$ cat config.mk
export PLATFORM = sky130hd
export DESIGN_NAME = axi_to_mem
export DESIGN_NICKNAME = d
export VERILOG_FILES = /design/src/hdl/mem_cfg_pkg.sv /design/src/hdl/axi_proto_pkg.sv /design/src/hdl/axi_to_mem.sv /design/src/hdl/resp_composer.sv /design/src/hdl/beat_buffer.sv /design/src/hdl/burst_sequencer.sv
export SDC_FILE = /design/constraint.sdc
export NUM_CORES = 1
export LEC_CHECK = 0
export BUFFER_PORTS_ARGS = -buffer_cell sky130_fd_sc_hd__buf_4
export CORE_UTILIZATION = 42
export DETAILED_ROUTE_END_ITERATION = 6
export SETUP_SLACK_MARGIN = 0.5
export SYNTH_ARGS = -nofsm -noshare
export SYNTH_HDL_FRONTEND = slang
export SYNTH_HIERARCHICAL = 1
export SYNTH_SLANG_ARGS = --single-unit
$ cat constraint.sdc
create_clock -name clk_i -period 12.35 [get_ports clk_i]
set_input_delay 0.6175 -clock clk_i [delete_from_list [all_inputs] [get_ports clk_i]]
set_output_delay 0.6175 -clock clk_i [all_outputs]
set_load 0.03 [all_outputs]
$ cat src/hdl/mem_cfg_pkg.sv
`default_nettype none

package mem_cfg_pkg;

  // Byte address and word width of the memory port.
  localparam int unsigned AddrWidth = 16;
  localparam int unsigned DataWidth = 32;

  // One strobe bit per data byte.
  localparam int unsigned StrbWidth = DataWidth / 8;

  // Outstanding memory requests, and the queue depth that covers them.
  localparam int unsigned BufDepth  = 2;
  localparam int unsigned MetaDepth = BufDepth + 1;

  // Queue pointer and fill count widths.
  localparam int unsigned PtrWidth = $clog2(MetaDepth);
  localparam int unsigned CntWidth = $clog2(MetaDepth + 1);

endpackage

`default_nettype wire

$ cat src/hdl/axi_proto_pkg.sv
`default_nettype none

package axi_proto_pkg;

  // Transaction ID width.
  localparam int unsigned IdWidth = 4;

  // Burst length field. A burst has len plus one beats.
  localparam int unsigned LenWidth = 8;

  // Beat size field, encoded as the log2 of the byte count.
  localparam int unsigned SizeWidth = 3;

  // Response field width.
  localparam int unsigned RespWidth = 2;

  // OKAY is the only response this slave gives.
  localparam logic [RespWidth-1:0] RespOkay = 2'b00;

endpackage

`default_nettype wire
$ cat src/hdl/axi_to_mem.sv
`timescale 1ns/1ns
`default_nettype none

module axi_to_mem import axi_proto_pkg::*, mem_cfg_pkg::*; (
  input  wire logic                 clk_i,
  input  wire logic                 rst_n_i,
  input  wire logic                 ar_valid_i,
  input  wire logic [IdWidth-1:0]   ar_id_i,
  input  wire logic [AddrWidth-1:0] ar_addr_i,
  input  wire logic [LenWidth-1:0]  ar_len_i,
  input  wire logic [SizeWidth-1:0] ar_size_i,
  output logic                      ar_ready_o,
  input  wire logic                 aw_valid_i,
  input  wire logic [IdWidth-1:0]   aw_id_i,
  input  wire logic [AddrWidth-1:0] aw_addr_i,
  input  wire logic [LenWidth-1:0]  aw_len_i,
  input  wire logic [SizeWidth-1:0] aw_size_i,
  output logic                      aw_ready_o,
  input  wire logic                 w_valid_i,
  input  wire logic [DataWidth-1:0] w_data_i,
  input  wire logic [StrbWidth-1:0] w_strb_i,
  output logic                      w_ready_o,
  output logic                      r_valid_o,
  output logic [IdWidth-1:0]        r_id_o,
  output logic [DataWidth-1:0]      r_data_o,
  output logic                      r_last_o,
  output logic [RespWidth-1:0]      r_resp_o,
  input  wire logic                 r_ready_i,
  output logic                      b_valid_o,
  output logic [IdWidth-1:0]        b_id_o,
  output logic [RespWidth-1:0]      b_resp_o,
  input  wire logic                 b_ready_i,
  output logic                      mem_req_o,
  input  wire logic                 mem_gnt_i,
  output logic [AddrWidth-1:0]      mem_addr_o,
  output logic [DataWidth-1:0]      mem_wdata_o,
  output logic [StrbWidth-1:0]      mem_strb_o,
  output logic                      mem_we_o,
  input  wire logic                 mem_rvalid_i,
  input  wire logic [DataWidth-1:0] mem_rdata_i
);

  // Sequencer to buffer.
  logic               space, push, push_last, push_write;
  logic [IdWidth-1:0] push_id;

  // Buffer to composer.
  logic                 head_valid, head_last, head_write, pop;
  logic [IdWidth-1:0]   head_id;
  logic [DataWidth-1:0] head_data;

  // Issues one memory request per beat.
  burst_sequencer u_burst_sequencer (
    .clk_i, .rst_n_i,
    .ar_valid_i, .ar_id_i, .ar_addr_i, .ar_len_i, .ar_size_i, .ar_ready_o,
    .aw_valid_i, .aw_id_i, .aw_addr_i, .aw_len_i, .aw_size_i, .aw_ready_o,
    .w_valid_i, .w_data_i, .w_strb_i, .w_ready_o,
    .mem_req_o, .mem_gnt_i, .mem_addr_o, .mem_wdata_o, .mem_strb_o, .mem_we_o,
    .space_i      (space),
    .push_o       (push),
    .push_id_o    (push_id),
    .push_last_o  (push_last),
    .push_write_o (push_write)
  );

  // Pairs beat metadata with memory responses.
  beat_buffer u_beat_buffer (
    .clk_i, .rst_n_i,
    .push_i       (push),
    .push_id_i    (push_id),
    .push_last_i  (push_last),
    .push_write_i (push_write),
    .space_o      (space),
    .mem_rvalid_i, .mem_rdata_i,
    .head_valid_o (head_valid),
    .head_id_o    (head_id),
    .head_last_o  (head_last),
    .head_write_o (head_write),
    .head_data_o  (head_data),
    .pop_i        (pop)
  );

  // Builds R beats and B responses.
  resp_composer u_resp_composer (
    .head_valid_i (head_valid),
    .head_id_i    (head_id),
    .head_last_i  (head_last),
    .head_write_i (head_write),
    .head_data_i  (head_data),
    .pop_o        (pop),
    .r_valid_o, .r_id_o, .r_data_o, .r_last_o, .r_resp_o, .r_ready_i,
    .b_valid_o, .b_id_o, .b_resp_o, .b_ready_i
  );

endmodule

`default_nettype wire

$ cat src/hdl/resp_composer.sv
`timescale 1ns/1ns
`default_nettype none

module resp_composer import axi_proto_pkg::*, mem_cfg_pkg::*; (
  input  wire logic                 head_valid_i,
  input  wire logic [IdWidth-1:0]   head_id_i,
  input  wire logic                 head_last_i,
  input  wire logic                 head_write_i,
  input  wire logic [DataWidth-1:0] head_data_i,
  output logic                      pop_o,
  output logic                      r_valid_o,
  output logic [IdWidth-1:0]        r_id_o,
  output logic [DataWidth-1:0]      r_data_o,
  output logic                      r_last_o,
  output logic [RespWidth-1:0]      r_resp_o,
  input  wire logic                 r_ready_i,
  output logic                      b_valid_o,
  output logic [IdWidth-1:0]        b_id_o,
  output logic [RespWidth-1:0]      b_resp_o,
  input  wire logic                 b_ready_i
);

  // Write beats before the last one carry no response.
  logic silent_beat;

  assign silent_beat = head_valid_i & head_write_i & ~head_last_i;

  // Reads go to R, the closing write beat goes to B.
  assign r_valid_o = head_valid_i & ~head_write_i;
  assign b_valid_o = head_valid_i & head_write_i & head_last_i;

  // Retire on the handshake of the chosen channel.
  assign pop_o = (r_valid_o & r_ready_i) | (b_valid_o & b_ready_i) | silent_beat;

  // R payload.
  assign r_id_o   = head_id_i;
  assign r_data_o = head_data_i;
  assign r_last_o = head_last_i;
  assign r_resp_o = RespOkay;

  // B payload.
  assign b_id_o   = head_id_i;
  assign b_resp_o = RespOkay;

endmodule

`default_nettype wire

$ cat src/hdl/beat_buffer.sv
`timescale 1ns/1ns
`default_nettype none

module beat_buffer import axi_proto_pkg::*, mem_cfg_pkg::*; (
  input  wire logic                 clk_i,
  input  wire logic                 rst_n_i,
  input  wire logic                 push_i,
  input  wire logic [IdWidth-1:0]   push_id_i,
  input  wire logic                 push_last_i,
  input  wire logic                 push_write_i,
  output logic                      space_o,
  input  wire logic                 mem_rvalid_i,
  input  wire logic [DataWidth-1:0] mem_rdata_i,
  output logic                      head_valid_o,
  output logic [IdWidth-1:0]        head_id_o,
  output logic                      head_last_o,
  output logic                      head_write_o,
  output logic [DataWidth-1:0]      head_data_o,
  input  wire logic                 pop_i
);

  // Metadata queue storage.
  logic [IdWidth-1:0]   meta_id_mem [MetaDepth];
  logic                 meta_last_mem [MetaDepth];
  logic                 meta_write_mem [MetaDepth];
  logic [PtrWidth-1:0]  meta_wptr, meta_rptr;
  logic [CntWidth-1:0]  meta_cnt;
  logic                 meta_empty;

  // Read data queue storage.
  logic [DataWidth-1:0] data_mem [MetaDepth];
  logic [PtrWidth-1:0]  data_wptr, data_rptr;
  logic [CntWidth-1:0]  data_cnt;
  logic                 data_empty;

  // Pointers wrap at MetaDepth, which need not be a power of two.
  function automatic logic [PtrWidth-1:0] ptr_next(input logic [PtrWidth-1:0] ptr);
    return (ptr == PtrWidth'(MetaDepth - 1)) ? '0 : ptr + PtrWidth'(1);
  endfunction

  assign meta_empty = (meta_cnt == '0);
  assign data_empty = (data_cnt == '0);
  assign space_o    = (meta_cnt != CntWidth'(MetaDepth));

  // Empty queues pass their input straight to the head.
  assign head_valid_o = (!meta_empty || push_i) && (!data_empty || mem_rvalid_i);
  assign head_id_o    = meta_empty ? push_id_i : meta_id_mem[meta_rptr];
  assign head_last_o  = meta_empty ? push_last_i : meta_last_mem[meta_rptr];
  assign head_write_o = meta_empty ? push_write_i : meta_write_mem[meta_rptr];
  assign head_data_o  = data_empty ? mem_rdata_i : data_mem[data_rptr];

  always_ff @(posedge clk_i or negedge rst_n_i) begin
    if (!rst_n_i) begin
      meta_wptr <= '0;
      meta_rptr <= '0;
      meta_cnt  <= '0;
      data_wptr <= '0;
      data_rptr <= '0;
      data_cnt  <= '0;
    end else begin
      if (push_i) begin
        meta_wptr <= ptr_next(meta_wptr);
      end
      if (mem_rvalid_i) begin
        data_wptr <= ptr_next(data_wptr);
      end
      // Both queues retire together.
      if (pop_i) begin
        meta_rptr <= ptr_next(meta_rptr);
        data_rptr <= ptr_next(data_rptr);
      end
      meta_cnt <= meta_cnt + CntWidth'(push_i) - CntWidth'(pop_i);
      data_cnt <= data_cnt + CntWidth'(mem_rvalid_i) - CntWidth'(pop_i);
    end
  end

  // Entries are written even when they fall through; the read pointer skips them.
  always_ff @(posedge clk_i) begin
    if (push_i) begin
      meta_id_mem[meta_wptr]    <= push_id_i;
      meta_last_mem[meta_wptr]  <= push_last_i;
      meta_write_mem[meta_wptr] <= push_write_i;
    end
    if (mem_rvalid_i) begin
      data_mem[data_wptr] <= mem_rdata_i;
    end
  end

endmodule

`default_nettype wire

$ cat src/hdl/burst_sequencer.sv
`timescale 1ns/1ns
`default_nettype none

module burst_sequencer import axi_proto_pkg::*, mem_cfg_pkg::*; (
  input  wire logic                 clk_i,
  input  wire logic                 rst_n_i,
  input  wire logic                 ar_valid_i,
  input  wire logic [IdWidth-1:0]   ar_id_i,
  input  wire logic [AddrWidth-1:0] ar_addr_i,
  input  wire logic [LenWidth-1:0]  ar_len_i,
  input  wire logic [SizeWidth-1:0] ar_size_i,
  output logic                      ar_ready_o,
  input  wire logic                 aw_valid_i,
  input  wire logic [IdWidth-1:0]   aw_id_i,
  input  wire logic [AddrWidth-1:0] aw_addr_i,
  input  wire logic [LenWidth-1:0]  aw_len_i,
  input  wire logic [SizeWidth-1:0] aw_size_i,
  output logic                      aw_ready_o,
  input  wire logic                 w_valid_i,
  input  wire logic [DataWidth-1:0] w_data_i,
  input  wire logic [StrbWidth-1:0] w_strb_i,
  output logic                      w_ready_o,
  output logic                      mem_req_o,
  input  wire logic                 mem_gnt_i,
  output logic [AddrWidth-1:0]      mem_addr_o,
  output logic [DataWidth-1:0]      mem_wdata_o,
  output logic [StrbWidth-1:0]      mem_strb_o,
  output logic                      mem_we_o,
  input  wire logic                 space_i,
  output logic                      push_o,
  output logic [IdWidth-1:0]        push_id_o,
  output logic                      push_last_o,
  output logic                      push_write_o
);

  // Burst state, one set per direction.
  logic [LenWidth-1:0]  r_cnt_q, w_cnt_q;
  logic [AddrWidth-1:0] r_addr_q, w_addr_q;
  logic [SizeWidth-1:0] r_size_q, w_size_q;
  logic [IdWidth-1:0]   r_id_q, w_id_q;
  logic                 r_busy, w_busy;

  // Beat offered by each direction.
  logic                 rd_valid, wr_valid;
  logic [AddrWidth-1:0] rd_addr, wr_addr;
  logic [IdWidth-1:0]   rd_id, wr_id;
  logic                 rd_last, wr_last;

  // Arbiter state. sel high picks the write side.
  logic sel, sel_q, lock_q;
  logic req_valid, grant, rd_gnt, wr_gnt;

  // Align to the beat size, then step one beat forward.
  function automatic logic [AddrWidth-1:0] next_addr(input logic [AddrWidth-1:0] addr,
                                                     input logic [SizeWidth-1:0] size);
    logic [AddrWidth-1:0] step;
    step = AddrWidth'(1) << size;
    return (addr & ~(step - AddrWidth'(1))) + step;
  endfunction

  assign r_busy = (r_cnt_q != '0);
  assign w_busy = (w_cnt_q != '0);

  // Read beat. A new burst uses its address unaligned.
  always_comb begin
    rd_valid = 1'b0;
    rd_addr  = ar_addr_i;
    rd_id    = ar_id_i;
    rd_last  = (ar_len_i == '0);
    if (r_busy) begin
      rd_valid = 1'b1;
      rd_addr  = next_addr(r_addr_q, r_size_q);
      rd_id    = r_id_q;
      rd_last  = (r_cnt_q == LenWidth'(1));
    end else if (ar_valid_i) begin
      rd_valid = 1'b1;
    end
  end

  // Write beat, offered only with W data present.
  always_comb begin
    wr_valid = 1'b0;
    wr_addr  = aw_addr_i;
    wr_id    = aw_id_i;
    wr_last  = (aw_len_i == '0);
    if (w_busy) begin
      wr_valid = w_valid_i;
      wr_addr  = next_addr(w_addr_q, w_size_q);
      wr_id    = w_id_q;
      wr_last  = (w_cnt_q == LenWidth'(1));
    end else if (aw_valid_i && w_valid_i) begin
      wr_valid = 1'b1;
    end
  end

  // Arbitration. A locked choice holds until its grant.
  always_comb begin
    sel = sel_q;
    if (!lock_q) begin
      if (wr_valid ^ rd_valid) begin
        sel = wr_valid;
      end else if (wr_valid && rd_valid) begin
        // Last write beat beats a read burst in flight.
        if (wr_last && !rd_last) begin
          sel = 1'b1;
        // Ongoing bursts go first.
        end else if (w_busy) begin
          sel = 1'b1;
        end else if (r_busy) begin
          sel = 1'b0;
        end else begin
          sel = ~sel_q;
        end
      end
    end
  end

  assign req_valid = sel ? wr_valid : rd_valid;
  assign mem_req_o = req_valid & space_i;
  assign grant     = mem_req_o & mem_gnt_i;
  assign rd_gnt    = grant & ~sel;
  assign wr_gnt    = grant & sel;

  // Memory request payload.
  assign mem_addr_o  = sel ? wr_addr : rd_addr;
  assign mem_wdata_o = w_data_i;
  assign mem_strb_o  = w_strb_i;
  assign mem_we_o    = sel;

  // Address channels accept on the first granted beat.
  assign ar_ready_o = rd_gnt & ~r_busy;
  assign aw_ready_o = wr_gnt & ~w_busy;
  assign w_ready_o  = wr_gnt;

  // Metadata for the beat buffer.
  assign push_o       = grant;
  assign push_id_o    = sel ? wr_id : rd_id;
  assign push_last_o  = sel ? wr_last : rd_last;
  assign push_write_o = sel;

  always_ff @(posedge clk_i or negedge rst_n_i) begin
    if (!rst_n_i) begin
      r_cnt_q <= '0;
      w_cnt_q <= '0;
      sel_q   <= 1'b0;
      lock_q  <= 1'b0;
    end else begin
      sel_q  <= sel;
      lock_q <= mem_req_o & ~mem_gnt_i;
      if (rd_gnt) begin
        r_cnt_q <= r_busy ? r_cnt_q - LenWidth'(1) : ar_len_i;
      end
      if (wr_gnt) begin
        w_cnt_q <= w_busy ? w_cnt_q - LenWidth'(1) : aw_len_i;
      end
    end
  end

  // Beat address, size and id of each burst.
  always_ff @(posedge clk_i) begin
    if (rd_gnt) begin
      r_addr_q <= rd_addr;
      if (!r_busy) begin
        r_size_q <= ar_size_i;
        r_id_q   <= ar_id_i;
      end
    end
    if (wr_gnt) begin
      w_addr_q <= wr_addr;
      if (!w_busy) begin
        w_size_q <= aw_size_i;
        w_id_q   <= aw_id_i;
      end
    end
  end

endmodule

`default_nettype wire

# [Word-level counts from Yosys, hierarchy flattened]
# Memory sizes are Yosys's and may differ from the RTL's.
# Index checks and enable logic that the tools add are counted.
[classes] addsub=14 multipliers=0 n_div=0 n_lt_le_gt_ge=0 n_eq_ne=7 shifts=2 mux=34 n_bitwise=27 n_reduce_logical=17
[op_table] cell="2-to-1 mux 16 bit" n=3
[op_table] cell="adder 16 bit" n=2
[op_table] cell="AND 16 bit" n=2
[op_table] cell="2-to-1 mux 32 bit" n=1
[op_table] cell="inverter 16 bit" n=2
[op_table] cell="left shift 1 x 3 -> 16 bit (first input constant)" n=2
[op_table] cell="subtractor 16 x 1 -> 16 bit (second input constant)" n=2
[op_table] cell="2-to-1 mux 1 bit" n=20
[op_table] cell="equality test 8 x 1 -> 1 bit (second input constant)" n=2
[op_table] cell="zero test 8 bit" n=2
[op_table] cell="2-to-1 mux 4 bit" n=4
[op_table] cell="2-to-1 mux 8 bit" n=2
[op_table] cell="nonzero test 8 bit" n=2
[op_table] cell="subtractor 8 x 1 -> 8 bit (second input constant)" n=2
[op_table] cell="AND 1 bit" n=13
[op_table] cell="adder 2 x 1 -> 2 bit (second input constant)" n=4
[op_table] cell="equality test 2 bit (second input constant)" n=4
[op_table] cell="2-to-1 mux 2 bit" n=4
[op_table] cell="inverter 1 bit" n=7
[op_table] cell="adder 2 x 1 -> 2 bit" n=2
[op_table] cell="logical AND 1 bit" n=4
[op_table] cell="zero test 2 bit" n=2
[op_table] cell="AND reduction 2 bit" n=2
[op_table] cell="subtractor 2 x 1 -> 2 bit" n=2
[op_table] cell="5 further kinds" n=9
[totals] reg_bits=76 latchBits=0 ram_bits=114 rom_bits=0 inputBits=139 out_inout_bits=104 word_cells=121 memories=4
[memory_table] memory="u_beat_buffer.data_mem" words=3 word_bits=32 rd=1 rd_clocked_by_memory_dff=0 write_ports=1 line="beat_buffer.sv:31" source="logic [DataWidth-1:0] data_mem [MetaDepth];"
[memory_table] memory="u_beat_buffer.meta_id_mem" words=3 word_bits=4 rd=1 rd_clocked_by_memory_dff=0 write_ports=1 line="beat_buffer.sv:23" source="logic [IdWidth-1:0] meta_id_mem [MetaDepth];"
[memory_table] memory="u_beat_buffer.meta_last_mem" words=3 word_bits=1 rd=1 rd_clocked_by_memory_dff=0 write_ports=1 line="beat_buffer.sv:24" source="logic meta_last_mem [MetaDepth];"
[memory_table] memory="u_beat_buffer.meta_write_mem" words=3 word_bits=1 rd=1 rd_clocked_by_memory_dff=0 write_ports=1 line="beat_buffer.sv:25" source="logic meta_write_mem [MetaDepth];"

# [Logic depth before layout (Yosys ltp)]
[depth] depth_word=19 ltp_mapped=25 mapped_depth_nobuf=23

# [Hierarchy]
# The synthesis kept the hierarchy.
[modules_own_cells] mod="burst_sequencer" instances=1 cells_per_inst=674 area_each_um2=5452.7 seq_area_each_um2=1831.8
[modules_own_cells] mod="beat_buffer" instances=1 cells_per_inst=336 area_each_um2=5377.7 seq_area_each_um2=3723.6
[modules_own_cells] mod="resp_composer" instances=1 cells_per_inst=51 area_each_um2=372.9 seq_area_each_um2=0.0

# [Worst setup path after synthesis]
# OpenSTA, ideal clock, no wires.
[synth_timing] path_kind="flip-flop to flip-flop" start="register u_burst_sequencer.w_cnt_q[0]" end="register u_beat_buffer.meta_cnt[1]" setup_time_ns=0.080 t_arrival_ns=5.246 required_ns=12.270 setup_slack_ns=7.024 path_stages_with_launch=25 path_buffers=2 period_less_slack_ns=5.326 cell_sequence="dfrtp_1 inv_1 ha_1 or3b_2 clkbuf_1 o31ai_1 inv_1 ha_1 or2_2 a21oi_1 a31oi_1 o41ai_4 inv_2 clkbuf_1 o21ai_0 nor2_1 inv_1 a22oi_1 o21ai_1 a31oi_1 ha_1 inv_1 ha_1 xnor2_1 xnor2_1"
[synth_via] elab_chain_cells=18 word_cells_on_any_way=32 cone_classes="add/sub (2); eq/ne (1); mux (11); bitwise (13); reduce/logical (5)"
[synth_rtl] item="from (decl)" line="burst_sequencer.sv:37" source="logic [LenWidth-1:0] r_cnt_q, w_cnt_q;"
[synth_rtl] item="from (signal assigned)" line="burst_sequencer.sv:154" source="w_cnt_q <= w_busy ? w_cnt_q - LenWidth'(1) : aw_len_i;"
[synth_rtl] item="equality test 8 x 1 -> 1 bit / nonzero test 8 bit (equally long branches)" line="burst_sequencer.sv:90, burst_sequencer.sv:62"
[synth_rtl] item="2-to-1 mux 1 bit" line="burst_sequencer.sv:86" source="if (w_busy) begin"
[synth_rtl] item="logical AND 1 bit" line="burst_sequencer.sv:104" source="if (wr_last && !rd_last) begin"
[synth_rtl] item="2-to-1 mux 1 bit" line="burst_sequencer.sv:104"
[synth_rtl] item="2-to-1 mux 1 bit" line="burst_sequencer.sv:102" source="end else if (wr_valid && rd_valid) begin"
[synth_rtl] item="2-to-1 mux 1 bit (*)" line="burst_sequencer.sv:100" source="if (wr_valid ^ rd_valid) begin"
[synth_rtl] item="2-to-1 mux 1 bit (*)" line="burst_sequencer.sv:99" source="if (!lock_q) begin"
[synth_rtl] item="net mem_we_o" line="axi_to_mem.sv:38" source="output logic mem_we_o,"
[synth_rtl] item="(+3 left out)"
[synth_rtl] item="net push" line="axi_to_mem.sv:44" source="logic space, push, push_last, push_write;"
[synth_rtl] item="(+2 left out)"
[synth_rtl] item="net head_valid" line="axi_to_mem.sv:48" source="logic head_valid, head_last, head_write, pop;"
[synth_rtl] item="AND 1 bit" line="resp_composer.sv:26, resp_composer.sv:30"
[synth_rtl] item="AND 1 bit" line="resp_composer.sv:30" source="assign b_valid_o = head_valid_i & head_write_i & head_last_i;"
[synth_rtl] item="AND 1 bit" line="resp_composer.sv:33" source="assign pop_o = (r_valid_o & r_ready_i) | (b_valid_o & b_ready_i) | silent_beat;"
[synth_rtl] item="bitwise OR 1 bit" line="resp_composer.sv:33"
[synth_rtl] item="bitwise OR 1 bit (*)" line="resp_composer.sv:33"
[synth_rtl] item="net pop" line="axi_to_mem.sv:48"
[synth_rtl] item="subtractor 2 x 1 -> 2 bit (*)" line="beat_buffer.sv:72" source="meta_cnt <= meta_cnt + CntWidth'(push_i) - CntWidth'(pop_i);"
[synth_rtl] item="to (signal assigned)" line="beat_buffer.sv:72"
[synth_rtl] item="to (decl)" line="beat_buffer.sv:27" source="logic [CntWidth-1:0] meta_cnt;"
# The timed path passes the listed nets; every way through them passes the cells marked *.
# A chain may end at the register's enable or synchronous reset.

# [Worst setup path in the final report]
[layout_timing] start="register u_burst_sequencer.w_cnt_q[0]" end="register u_beat_buffer.data_cnt[1]"
[layout_via] elab_chain_cells=18 word_cells_on_any_way=31 cone_classes="add/sub (1); eq/ne (1); mux (11); bitwise (13); reduce/logical (5)"
[layout_rtl] item="equality test 8 x 1 -> 1 bit / nonzero test 8 bit (equally long branches)" line="burst_sequencer.sv:90, burst_sequencer.sv:62"
[layout_rtl] item="2-to-1 mux 1 bit" line="burst_sequencer.sv:86"
[layout_rtl] item="logical AND 1 bit" line="burst_sequencer.sv:104"
[layout_rtl] item="2-to-1 mux 1 bit" line="burst_sequencer.sv:104"
[layout_rtl] item="2-to-1 mux 1 bit" line="burst_sequencer.sv:102"
[layout_rtl] item="2-to-1 mux 1 bit" line="burst_sequencer.sv:100"
[layout_rtl] item="2-to-1 mux 1 bit" line="burst_sequencer.sv:99"
[layout_rtl] item="2-to-1 mux 1 bit (*)" line="burst_sequencer.sv:118" source="assign req_valid = sel ? wr_valid : rd_valid;"
[layout_rtl] item="(+2 left out)"
[layout_rtl] item="net push" line="axi_to_mem.sv:44"
[layout_rtl] item="(+2 left out)"
[layout_rtl] item="net head_valid" line="axi_to_mem.sv:48"
[layout_rtl] item="AND 1 bit" line="resp_composer.sv:26, resp_composer.sv:30"
[layout_rtl] item="AND 1 bit" line="resp_composer.sv:30"
[layout_rtl] item="AND 1 bit" line="resp_composer.sv:33"
[layout_rtl] item="bitwise OR 1 bit" line="resp_composer.sv:33"
[layout_rtl] item="bitwise OR 1 bit (*)" line="resp_composer.sv:33"
[layout_rtl] item="net pop" line="axi_to_mem.sv:48"
[layout_rtl] item="subtractor 2 x 1 -> 2 bit (*)" line="beat_buffer.sv:73" source="data_cnt <= data_cnt + CntWidth'(mem_rvalid_i) - CntWidth'(pop_i);"
[layout_rtl] item="to (signal assigned)" line="beat_buffer.sv:73"
[layout_rtl] item="to (decl)" line="beat_buffer.sv:33" source="logic [CntWidth-1:0] data_cnt;"
# Marks and branches as above.

==> summary.md <==
| Metric | Value |
|---|---|
| Tot Pwr | 0.002806 W |
| Fill cells | 2395 |
| Commonest cells after routing, fill and taps aside | buf_4 (177), edfxtp_1 (160), nand2_1 (120) |
| Clock-pin slew on the worst setup and hold paths | 0.08 ns |
| Internal Pwr Total | 0.001647 W |
| Post-synthesis cell area | 0.01120 mm² |
| Worst-path cell chain | inv_1, ha_1, or3b_2, o31ai_1, inv_1, ha_1, or2_2, a21oi_1, a31oi_1, o41ai_4, inv_2, o21ai_0, nor2_1, inv_1, a22oi_1, o21ai_1, a31oi_1, ha_1, inv_1, ha_1, xnor2_1, xnor2_1 |
| Ports | 243 |
| Max-Cap Viols | 0 |
| Crit path largest cell delay | 0.56 ns |
| GRT Resource Usage Total | 0.1859 |
| Antenna violations before repair | 0 |
| Post-CTS Resized | 0 |
| CP endpoint kind | flip-flop |
| WL/cell | 17.16 µm |
| First-pass GRT wire length | 39070 µm |
| First DRT Iteration DRCs | 596 |
| Family with the most delay on the worst path | compound AO/OA/AOI/OAI gates |
| Post-synth EDFFs | 160 |
| GRT met1 Usage | 0.2640 |
| Max VDD drop | 0.0001045 V |
| Clock power frac | 0.209 |
| Final-report hold violation count | 0 |
| Leak | 5.038 nW |
| Avg Cell Area, Syn | 10.56 µm² |
| FF+latch area | 0.005558 mm² |
| Die ar. | 0.02733 mm² |
| Sequential area share after synthesis | 0.4959 |
| Switch Pwr | 0.001159 W |
| Hold Buf Count CTS | 0 |
| Asr flop ratio synth | 0.1579 |
| Share of cells above drive strength 1 | 0.2535 |
| Largest fanout on the critical path | 21 |
| Largest net degree at the start of global routing | 65 |
| # clock sinks | 190 |
| Slew margin rel. | 0.2903 |
| Hpwl dp | 17530 µm |
| Vias in the first global route | 7264 |
| Crit path time final | 5.428 ns |
| Tcrit/Tclk final | 0.4395 |
| Critical setup path kind | flip-flop to flip-flop |
| Total Nets Final | 1279 |
| Die Wd | 165.3 µm |
| Commonest non-fill, non-tap cell in the layout | buf_4 |
| Die Y | 165.3 µm |
| Failing checks | DRC |
| RSZ-0062 raised after global routing | false |
| Setup TNS | 0 ns |
| Tightest Pin Transition | 1.056 ns |
| Avg Vias per Cell | 5.443 |
| Layout area overhead | 13.64% |
| RD Place Congestion | 0.8767 |
| Critical Path RT | 12.71 ns |
| Met2 GRT Util | 0.2857 |
| DRT antenna net count | 0 |
| First drt pass iteration count | 7 |
| Cell row count | 59 |
| Initial Utilization | 0.4287 |
| # Post-CTS Setup Buffers | 0 |
| Worst path bufs/invs | 5 |
| Core Area | 0.02613 mm² |
| Total number of H-tree levels | 4 |
| CTS tree | done |
| Met3 Use GR | 0.03646 |
| Worst-path cell with the longest stage delay | or3b_2 |
| Power per cell area | 220.4 mW/mm² |
| DR vias | 8007 |
| HP Class | input pin to asynchronous set/reset pin |
| Combinational share of power | 0.447 |
| Setup Viol. Count Final | 0 |
| Antenna Cells | 0 |
| # DRC | 36 |
| WL final | 25250 µm |
| Switching Fraction | 0.4129 |
| Cts bufs inserted | 17 |
| Clk root buf | clkbuf_16 |
| CP startpoint kind | flip-flop |
| Clock Skews | 0.01412 ns |
| Synth unique cells | 78 |
| Post-synth top flop | edfxtp_1 |
| Post-Synthesis Cells | 1061 |
| Multi-input logic area | 0.004631 mm² |
| Gr ovfl total | 0 |
| Clock Path Buffers | 2 |
| Flop pwr share | 0.344 |
| Outcome | finished, violations left |
| # port buffers | 166 |
| Max Slew Vio Count | 0 |
| Top Usage Layer GRT | met2 |
| Number of synthesized register bits | 190 |
| Max Freq | 184.2 MHz |
| Worst skew pair latency | 0.44 ns |
| Critical Path AT | 5.79 ns |
| Synth Warn # | 6 |
[state kept, by name (all words and copies together) (netlist names), 3 cells and up]
signal,flops
u_burst_sequencer/r_addr_q,16
u_burst_sequencer/w_size_q,3
u_beat_buffer/meta_id_mem,12
u_burst_sequencer/r_id_q,4
u_beat_buffer/data_mem,96
u_burst_sequencer/w_id_q,4
u_burst_sequencer/w_cnt_q,8
u_beat_buffer/meta_write_mem,3
u_burst_sequencer/r_size_q,3
u_beat_buffer/meta_last_mem,3
u_burst_sequencer/r_cnt_q,8
u_burst_sequencer/w_addr_q,16
[through the flow]
stage                     utilization  std cells  hold WS [ns]  setup slack (ns)  area (µm²)
after floorplan                     -       1064        0.3219             7.024       11210
after global placement         0.4624       1439        0.4930             7.079       12080
after detailed placement       0.4624       1439        0.5043             6.867       12080
after CTS                      0.4872       1471        0.1184             6.851       12730
after global routing           0.4872       1471        0.1338             6.298       12730
final                          0.4872       1471        0.1159             6.922       12730
[synth_stat cells (4+ instances only)]
| cell type | n | area [µm²] |
|---|---|---|
| a31oi_1 | 16 | 100.1 |
| ha_1 | 17 | 212.7 |
| o21ai_0 | 46 | 230.2 |
| nand4_1 | 6 | 37.54 |
| o211ai_1 | 11 | 82.58 |
| buf_2 | 9 | 45.04 |
| nor2_1 | 84 | 315.3 |
| nor4_1 | 7 | 43.79 |
| a21o_1 | 6 | 45.04 |
| nand2b_1 | 12 | 75.07 |
| a211o_1 | 6 | 52.55 |
| o31ai_1 | 9 | 67.56 |
| dfrtp_1 | 30 | 750.7 |
| a211oi_1 | 6 | 45.04 |
| nand3_1 | 24 | 120.1 |
| nand3b_1 | 6 | 45.04 |
| mux2i_1 | 48 | 480.5 |
| and3_1 | 13 | 81.33 |
| nor2b_1 | 9 | 56.30 |
| nand2_1 | 120 | 450.4 |
| xnor2_1 | 15 | 131.4 |
| and2_1 | 8 | 50.05 |
| a21oi_1 | 38 | 190.2 |
| clkbuf_1 | 36 | 135.1 |
| mux2_2 | 23 | 259.0 |
| o21ai_1 | 31 | 155.2 |
| or4_1 | 6 | 45.04 |
| or2_2 | 5 | 31.28 |
| buf_4 | 86 | 645.6 |
| xor2_1 | 4 | 35.03 |
| a31o_2 | 5 | 43.79 |
| nor3_1 | 16 | 80.08 |
| mux2_4 | 29 | 435.4 |
| nor3b_1 | 6 | 45.04 |
| or3_1 | 7 | 43.79 |
| nor4b_1 | 5 | 43.79 |
| edfxtp_1 | 160 | 4805 |
| inv_1 | 37 | 138.9 |
[layer usage]
metal | vias to the layer above | routed length, µm
li1 | 3917 | -
met1 | 3769 | 11940
met2 | 293 | 11250
met3 | 28 | 1667
met4 | 0 | 389
met5 | - | 0
[cells by family after synthesis]
logic type | count (synthesis) | synth area share
buf+inv | 176 | 0.09381
flops | 190 | 0.4959
xor+xnor | 19 | 0.01485
fa+ha+maj | 17 | 0.01899
simple gates | 349 | 0.1516
mux | 102 | 0.1069
compound gates | 207 | 0.1177
other cells | 1 | 0.0003347
[area by class of cell]
cell class              instances  area share
flip-flops and latches        190      0.4366
inverters                      39     0.01150
well taps                     335     0.03292
repair buffers                177      0.1044
clock buffers                  17     0.03342
clock inverters                15     0.01749
multi-input cells             698      0.3637
[power by group through the flow]
| stage | clock [W] | sequential (W) | combinational (W) |
|---|---|---|---|
| floorplan | 0 | 0.000927 | 0.00109 |
| global placement | 0 | 0.000975 | 0.00125 |
| detailed placement | 0 | 0.000979 | 0.00126 |
| CTS | 0.000604 | 0.000966 | 0.00126 |
| global route | 0.000630 | 0.000984 | 0.00136 |
| finish | 0.000587 | 0.000966 | 0.00125 |
[worst paths after layout]
check | from | endpoint | slack, ns | depth (start not counted)
max in group asynchronous | rst_n_i | u_beat_buffer/data_rptr[0]$_DFFE_PN0P_ | 11.91 | 1
worst max register to register | u_burst_sequencer/w_cnt_q[0]$_DFFE_PN0N_ | u_beat_buffer/data_cnt[1]$_DFF_PN0_ | 6.92 | 22
min in group clk_i | ar_size_i[2] | u_burst_sequencer/r_size_q[2]$_DFFE_PP_ | 0.36 | 1
worst max-delay path | u_burst_sequencer/w_cnt_q[0]$_DFFE_PN0N_ | u_beat_buffer/data_cnt[1]$_DFF_PN0_ | 6.92 | 22
worst min register to register | u_beat_buffer/meta_cnt[1]$_DFF_PN0_ | u_beat_buffer/meta_cnt[1]$_DFF_PN0_ | 0.52 | 1
worst min-delay path | rst_n_i | u_burst_sequencer/r_cnt_q[3]$_DFFE_PN0N_ | 0.12 | 1
Note: power is estimated with default switching activity, not from simulation.
